File: config.mk
export PLATFORM = sky130hd
export DESIGN_NAME = branchCompare
export DESIGN_NICKNAME = d
export VERILOG_FILES = /design/src/common/aluOpPkg.sv /design/src/logic/branchCompare.sv
export VERILOG_INCLUDE_DIRS = /design/src /design/src/common
export SDC_FILE = /design/constraint.sdc
export NUM_CORES = 1
export LEC_CHECK = 0
export BUFFER_PORTS_ARGS = -buffer_cell sky130_fd_sc_hd__buf_4
export CAP_MARGIN = 40
export CELL_PAD_IN_SITES_DETAIL_PLACEMENT = 1
export CELL_PAD_IN_SITES_GLOBAL_PLACEMENT = 1
export CORE_MARGIN = 2
export CORE_UTILIZATION = 21
export DETAILED_ROUTE_END_ITERATION = 10
export GPL_TIMING_DRIVEN = 1
export PLACE_DENSITY = 0.95
export SYNTH_ARGS = -nofsm -noshare
export SYNTH_HDL_FRONTEND = slang
export SYNTH_SLANG_ARGS = --single-unit
File: constraint.sdc
create_clock -name vclk -period 3
set_clock_uncertainty 0.15 [all_clocks]
set_input_delay 0.6 -clock vclk [all_inputs]
set_output_delay 0.6 -clock vclk [all_outputs]
set_load 0.02 [all_outputs]
File: src/common/alu_defs.svh
`ifndef ALU_DEFS_SVH
`define ALU_DEFS_SVH

// datapath widths

`define DATA_W 32   // operands and result
`define OP_W 6      // opcode field of the control word
`define SHAMT_W 5   // shift amount field, upper bits of the control word
`define ACC_W 64    // HI:LO together

`endif

File: src/common/aluOpPkg.sv
`default_nettype none

`include "alu_defs.svh"

package aluOpPkg;

  //////////////////////////////////////////////////////////////////////
  // operation codes, same 6-bit encodings as the original ALU
  //////////////////////////////////////////////////////////////////////

  typedef enum logic [`OP_W-1:0] {
    opAdd   = 6'b000000,
    opAddu  = 6'b000001,
    opAnd   = 6'b000010,
    opSub   = 6'b000011,
    opMult  = 6'b000100,
    opMultu = 6'b000101,
    opMthi  = 6'b000110,
    opMtlo  = 6'b000111,
    opMfhi  = 6'b001000,
    opMflo  = 6'b001001,
    opOr    = 6'b001011,  // 001010 was jr
    opNor   = 6'b001100,
    opXor   = 6'b001101,
    opSll   = 6'b001110,
    opSlt   = 6'b001111,
    opSltu  = 6'b010000,
    opSra   = 6'b010001,
    opSrav  = 6'b010010,
    opSrl   = 6'b010011,
    opSrlv  = 6'b010100,
    opSllv  = 6'b010101,
    opRotrv = 6'b011000,  // gap left by movn/movz
    opRotr  = 6'b011001,
    opBeq   = 6'b011101,
    opMul   = 6'b011110,
    opMadd  = 6'b011111,
    opMsub  = 6'b100000,
    opBgez  = 6'b101000,
    opBltz  = 6'b101001,
    opBne   = 6'b101010,
    opBgtz  = 6'b101011,
    opBlez  = 6'b101100
  } opT;

  // control word as issued by the decoder, shamt sits on top
  typedef struct packed {
    logic [`SHAMT_W-1:0] shamt;
    opT                  op;
  } ctrlT;

endpackage

`default_nettype wire

File: src/logic/branchCompare.sv
`timescale 1ns/1ps
`default_nettype none

`include "alu_defs.svh"

module branchCompare (
  input  aluOpPkg::opT        op,
  input  logic [`DATA_W-1:0]  a,
  input  logic [`DATA_W-1:0]  b,
  output logic                takeBranch
);

  logic aEqB;
  logic aNeg;
  logic aZero;

  assign aEqB  = a == b;
  assign aNeg  = a[`DATA_W-1];      // sign bit
  assign aZero = a == '0;

  // branch conditions, everything else never branches
  always_comb
  begin
    case (op)
      aluOpPkg::opBeq:
        takeBranch = aEqB;
      aluOpPkg::opBne:
        takeBranch = !aEqB;
      aluOpPkg::opBgez:
        takeBranch = !aNeg;
      aluOpPkg::opBltz:
        takeBranch = aNeg;
      aluOpPkg::opBgtz:
        takeBranch = !aNeg && !aZero;   // strictly positive
      aluOpPkg::opBlez:
        takeBranch = aNeg || aZero;
      default:
        takeBranch = 1'b0;
    endcase
  end

endmodule

`default_nettype wire

==> summary.txt, run 1 <==
Synth
  – Mean area per synthesized cell: 7.654 um2
  – Post-synth top area cell: xnor2_1
  – Post-Synthesis Cells: 68
  – Synth top area share: 55.53%
  – Top cells by count, synth: xnor2_1, nand4_1, nor4_1
  – Synth top area cells: xnor2_1, nand4_1, nor4_1, nor4_2, nand3_1
  – Unique masters post-synth: 15
  – Post-Synthesis Cell Area: 520.5 um2
  – Count leader, synth: xnor2_1
  – Synth warn: 0
  – Syn Nets: 138
  – Post-synthesis sequential area ratio: 0%

Timing
  – F_max: 372.2 MHz
  – Final Hold Vio Count: 0
  – Final WS setup: 0.3135 ns
  – Tmin final: 2.687 ns
  – Worst-Margin Slew: 0.3671 ns
  – Final period util: 89.55%
  – Setup_tns: 0 ns
  – Unrepaired setup endpoints after global routing: false
  – Setup violations, final: 0
  – Fin Hold WS: 1.506 ns
  – Final Slew Violations: 0
  – Worst slew margin: 75.30%

Route
  – Avg WL per Cell: 15.63 um
  – DRC viols: 0
  – DRT Pass-1 Iters: 4
  – Via density: 4.805
  – Vias: 812
  – DRT iter0 DRCs: 8
  – Antenna Violating Nets Remaining: 0
  – Total wire length: 2.642 mm

Power and ir drop
  – Worst vdd ir: 0.05971 mV
  – Final Power: 146.2 uW
  – PD cells: 134.0 mW/mm2
  – P_leak: 0.4507 nW

Run status
  – Status: completed

Layout
  – Fillers: 318
  – Share of layout cells above drive strength 1: 53.24%
  – N_diodes: 0
  – Clkbuf count: 0
  – P&R area growth vs syn: 109.6%
  – Footprint of the multi-input gates: 516.7 um2
  – Seq_cells: 0
  – Design area: 0.001091 mm2
  – NumNets Final: 211
  – Final Instance Count excl. Fillers: 169
  – Final design utilization: 45.28%
  – Seq. cell area: 0 um2

Place
  – Placed insts: 169
  – Port buffer count: 71
  – Place WS: 0.2770 ns
  – Area after DPL: 0.001091 mm2
  – RD Place Congestion: 0.6970

Setup path
  – CP endpoint kind: output pin
  – Worst setup SP type: input port
  – Crit path arrival time: 1.94 ns
  – Critical Path RT: 2.25 ns
  – Crit path max fanout: 2
  – Critical path class: in -> out

CTS
  – Post-CTS Setup Inserts: 0
  – Post_cts resized: 0
  – # hold bufs at CTS: 0

GRT
  – Initial antenna violation count: 0
  – GRT Total Usage: 18.39%
  – Global route total overflow: 0
  – Vias in the first global route: 921
  – First-pass GRT wire length: 3.919 mm
  – Largest net degree at the start of global routing: 6

Die
  – Chip Height: 53.79 um
  – Core footprint: 0.002410 mm2
  – Initial Util: 21.60%
  – Die width: 53.79 um
  – IO Pins: 71
  – Die ar.: 0.002893 mm2
  – Row cnt: 18

Flow run
  – Max-cap viol count: 0

Hold path
  – Hold WC Path Type: in -> out
cells in the final DEF, fill, tap and decap left out, drive strengths merged:
master  instances
o21bai          1
mux2i           1
nor3b           1
nor2            1
nand3           3
nand4          11
buf            71
xnor2          33
nor2b           1
a211o           1
nand2           2
nor4b           1
nor3            1
inv             1
nor4           10
layout make-up:
cell class / count / share of cell area [%]
inverter: 1 / 0.3440
multi-input combinational: 67 / 47.36
tap: 30 / 3.440
timing repair buffer: 71 / 48.85
report_power, final:
part / total [mW] / switching, mW / internal (mW)
Clock: 0 / 0 / 0
Combinational: 0.146 / 0.0525 / 0.0937
Sequential: 0 / 0 / 0
Total: 0.146 / 0.0525 / 0.0937
worst paths after layout:
check	from	to	slack, ns	depth (start not counted)
max	a[19]	takeBranch	0.31	7
min	op[5]	takeBranch	1.51	5
layer usage:
layer / vias to the layer above / share of wire [%] / GRT usage (%) / routed length [um]
met5: - / 0 / 0 / 0
met4: 0 / 0 / 0.8547 / 0
met3: 0 / 9.6 / 2.500 / 253
met2: 39 / 61 / 40.85 / 1610
met1: 374 / 29 / 17.82 / 778
li1: 399 / - / - / -
critical path, cell delays in order:
cell	delay [ns]
buf_4	0.11
nor4_1	0.38
nand4_1	0.17
o21bai_2	0.19
mux2i_1	0.20
nand4_1	0.12
buf_4	0.17
cell families (layout without fill, tap and decap cells):
group,count (synthesis),in the layout,synth area share (%)
AOI/OAI and AO/OA,2,2,3.846
muxes,1,1,1.923
and+or+nand+nor,31,31,37.98
xor gates and xnor gates,33,33,55.53
buffers and inverters,1,72,0.7205
(Power assumes the default switching activity.)
==> run 2, diff against run 1 <==
--- a/config.mk
+++ b/config.mk
@@ -15,6 +15,7 @@
 export DETAILED_ROUTE_END_ITERATION = 10
 export GPL_TIMING_DRIVEN = 1
 export PLACE_DENSITY = 0.95
+export RECOVER_POWER = 50
 export SYNTH_ARGS = -nofsm -noshare
 export SYNTH_HDL_FRONTEND = slang
 export SYNTH_SLANG_ARGS = --single-unit
==> summary.txt, run 2 (synthesis results as in run 1) <==
Timing
  – Final period util: 90.08% (was 89.55%)
  – Final Slew Violations: 0 (unchanged)
  – Setup violations, final: 0 (unchanged)
  – Unrepaired setup endpoints after global routing: false (unchanged)
  – Final Hold Vio Count: 0 (unchanged)
  – Setup_tns: 0 ns (unchanged)
  – F_max: 370.0 MHz (was 372.2 MHz)
  – Worst slew margin: 75.30% (unchanged)
  – Worst-Margin Slew: 0.3671 ns (unchanged)
  – Tmin final: 2.703 ns (was 2.687 ns)

Place
  – RD Place Congestion: 0.6970 (unchanged)
  – Port buffer count: 71 (unchanged)
  – Placed insts: 169 (unchanged)

Die
  – Die ar.: 0.002893 mm2 (unchanged)
  – IO Pins: 71 (unchanged)
  – Row cnt: 18 (unchanged)
  – Chip Height: 53.79 um (unchanged)
  – Die width: 53.79 um (unchanged)
  – Initial Util: 21.60% (unchanged)
  – Core footprint: 0.002410 mm2 (unchanged)

Route
  – Met2 wire len: 1.611 mm (was 1.610 mm)
  – Antenna Violating Nets Remaining: 0 (unchanged)
  – DRT Pass-1 Iters: 4 (unchanged)
  – Via density: 4.805 (unchanged)
  – Vias: 812 (unchanged)
  – Total wire length: 2.645 mm (was 2.642 mm)
  – Avg WL per Cell: 15.65 um (was 15.63 um)
  – DRT iter0 DRCs: 8 (unchanged)
  – DRC viols: 0 (unchanged)
  – Highest metal layer with signal wires: met3 (unchanged)
  – Routed wl met3: 253 um (unchanged)
  – M1 WL: 780 um (was 778 um)

Setup path
  – Levels on crit path: 7 (unchanged)
  – Peak per-stage delay on the critical path: 0.38 ns (about the same)
  – CP endpoint kind: output pin (unchanged)
  – CP dominant cell by count: nand4_1
  – Worst setup SP type: input port (unchanged)
  – Buf/Inv on CP: 2 (unchanged)
  – Critical path class: in -> out (unchanged)
  – Crit-path cells: buf_4 > nor4_1 > nand4_1 > o21bai_2 > mux2i_1 > nand4_1 > clkbuf_1 (was buf_4 > nor4_1 > nand4_1 > o21bai_2 > mux2i_1 > nand4_1 > buf_4)
  – Top Family by Delay on Critical Path: simple AND/OR/NAND/NOR gates (unchanged)
  – Crit path arrival time: 1.95 ns (was 1.94 ns)
  – Crit path max fanout: 2 (unchanged)
  – Worst path slowest cell: nor4_1 (unchanged)
  – Critical Path RT: 2.25 ns (about the same)

GRT
  – Vias in the first global route: 921 (unchanged)
  – First-pass GRT wire length: 3.919 mm (unchanged)
  – GRT Total Usage: 18.39% (unchanged)
  – Largest net degree at the start of global routing: 6 (unchanged)
  – Initial antenna violation count: 0 (unchanged)
  – Global route total overflow: 0 (unchanged)

Hold path
  – Hold Crit Start: op[5] (unchanged)
  – Hold WC Path Type: in -> out (unchanged)
  – End of the worst hold path: takeBranch (unchanged)
  – Hold depth: 5 (unchanged)

Layout
  – Seq_cells: 0 (unchanged)
  – Clkbuf count: 0 (unchanged)
  – Seq. cell area: 0 um2 (unchanged)
  – NumNets Final: 211 (unchanged)
  – Final Instance Count excl. Fillers: 169 (unchanged)
  – Commonest non-fill, non-tap cell in the layout: buf_4 (unchanged)
  – Most frequent cells in the layout: buf_4, xnor2_1, nand4_1 (unchanged)
  – N_diodes: 0 (unchanged)
  – Final design utilization: 45.12% (was 45.28%)
  – P&R area growth vs syn: 108.9% (was 109.6%)
  – Share of layout cells above drive strength 1: 52.52% (was 53.24%)

Run status
  – Status: completed (unchanged)

Power and ir drop
  – PD cells: 134.1 mW/mm2 (was 134.0 mW/mm2)
  – P_leak: 0.4465 nW (was 0.4507 nW)
  – Final Power: 145.8 uW (was 146.2 uW)
  – Worst vdd ir: 0.05944 mV (was 0.05971 mV)

CTS
  – Post-CTS Setup Inserts: 0 (unchanged)
  – # hold bufs at CTS: 0 (unchanged)
  – Post_cts resized: 0 (unchanged)

Flow run
  – Max-cap viol count: 0 (unchanged)
[run 2: cell types whose count changed in the layout (fill, tap and decap cells not counted)]
cell	change
clkbuf_1	+1
buf_4	-1
[run 2: power breakdown]
part,internal (mW),leakage [nW],switching [mW]
Clock,0,0,0
Sequential,0,0,0
Combinational,0.0933,0.447,0.0525
Total,0.0933,0.447,0.0525
[run 2: final cells by class]
type / count / area, um2
well taps: 30 / 37.54
inverters: 1 / 3.754
repair buffers: 71 / 529.3
multi-input cells: 67 / 516.7
fillers: 317 / 1323
[run 2: worst max-delay path by stage]
stage	endpoint	start	slack [ns]
after global placement	takeBranch	a[19]	0.28
after CTS	takeBranch	a[19]	0.27
after global routing	takeBranch	a[19]	0.20
after detailed placement	takeBranch	a[19]	0.28
final	takeBranch	a[19]	0.30
after floorplan	takeBranch	a[26]	0.69
[run 2: per-stage QoR]
step	hold slack, ns	setup WS [ns]	area (um2)
after CTS	1.509	0.2706	1091
after detailed placement	1.505	0.2770	1091
after global routing	1.551	0.2026	1087
final	1.522	0.2975	1087
after global placement	1.505	0.2826	1091
after floorplan	1.340	0.6923	520.5
[run 2: per-layer routing]
layer	track usage, %	vias up
met3	2.500	0
li1	-	399
met1	17.82	374
met5	0	-
met2	40.85	39
met4	0.8547	0
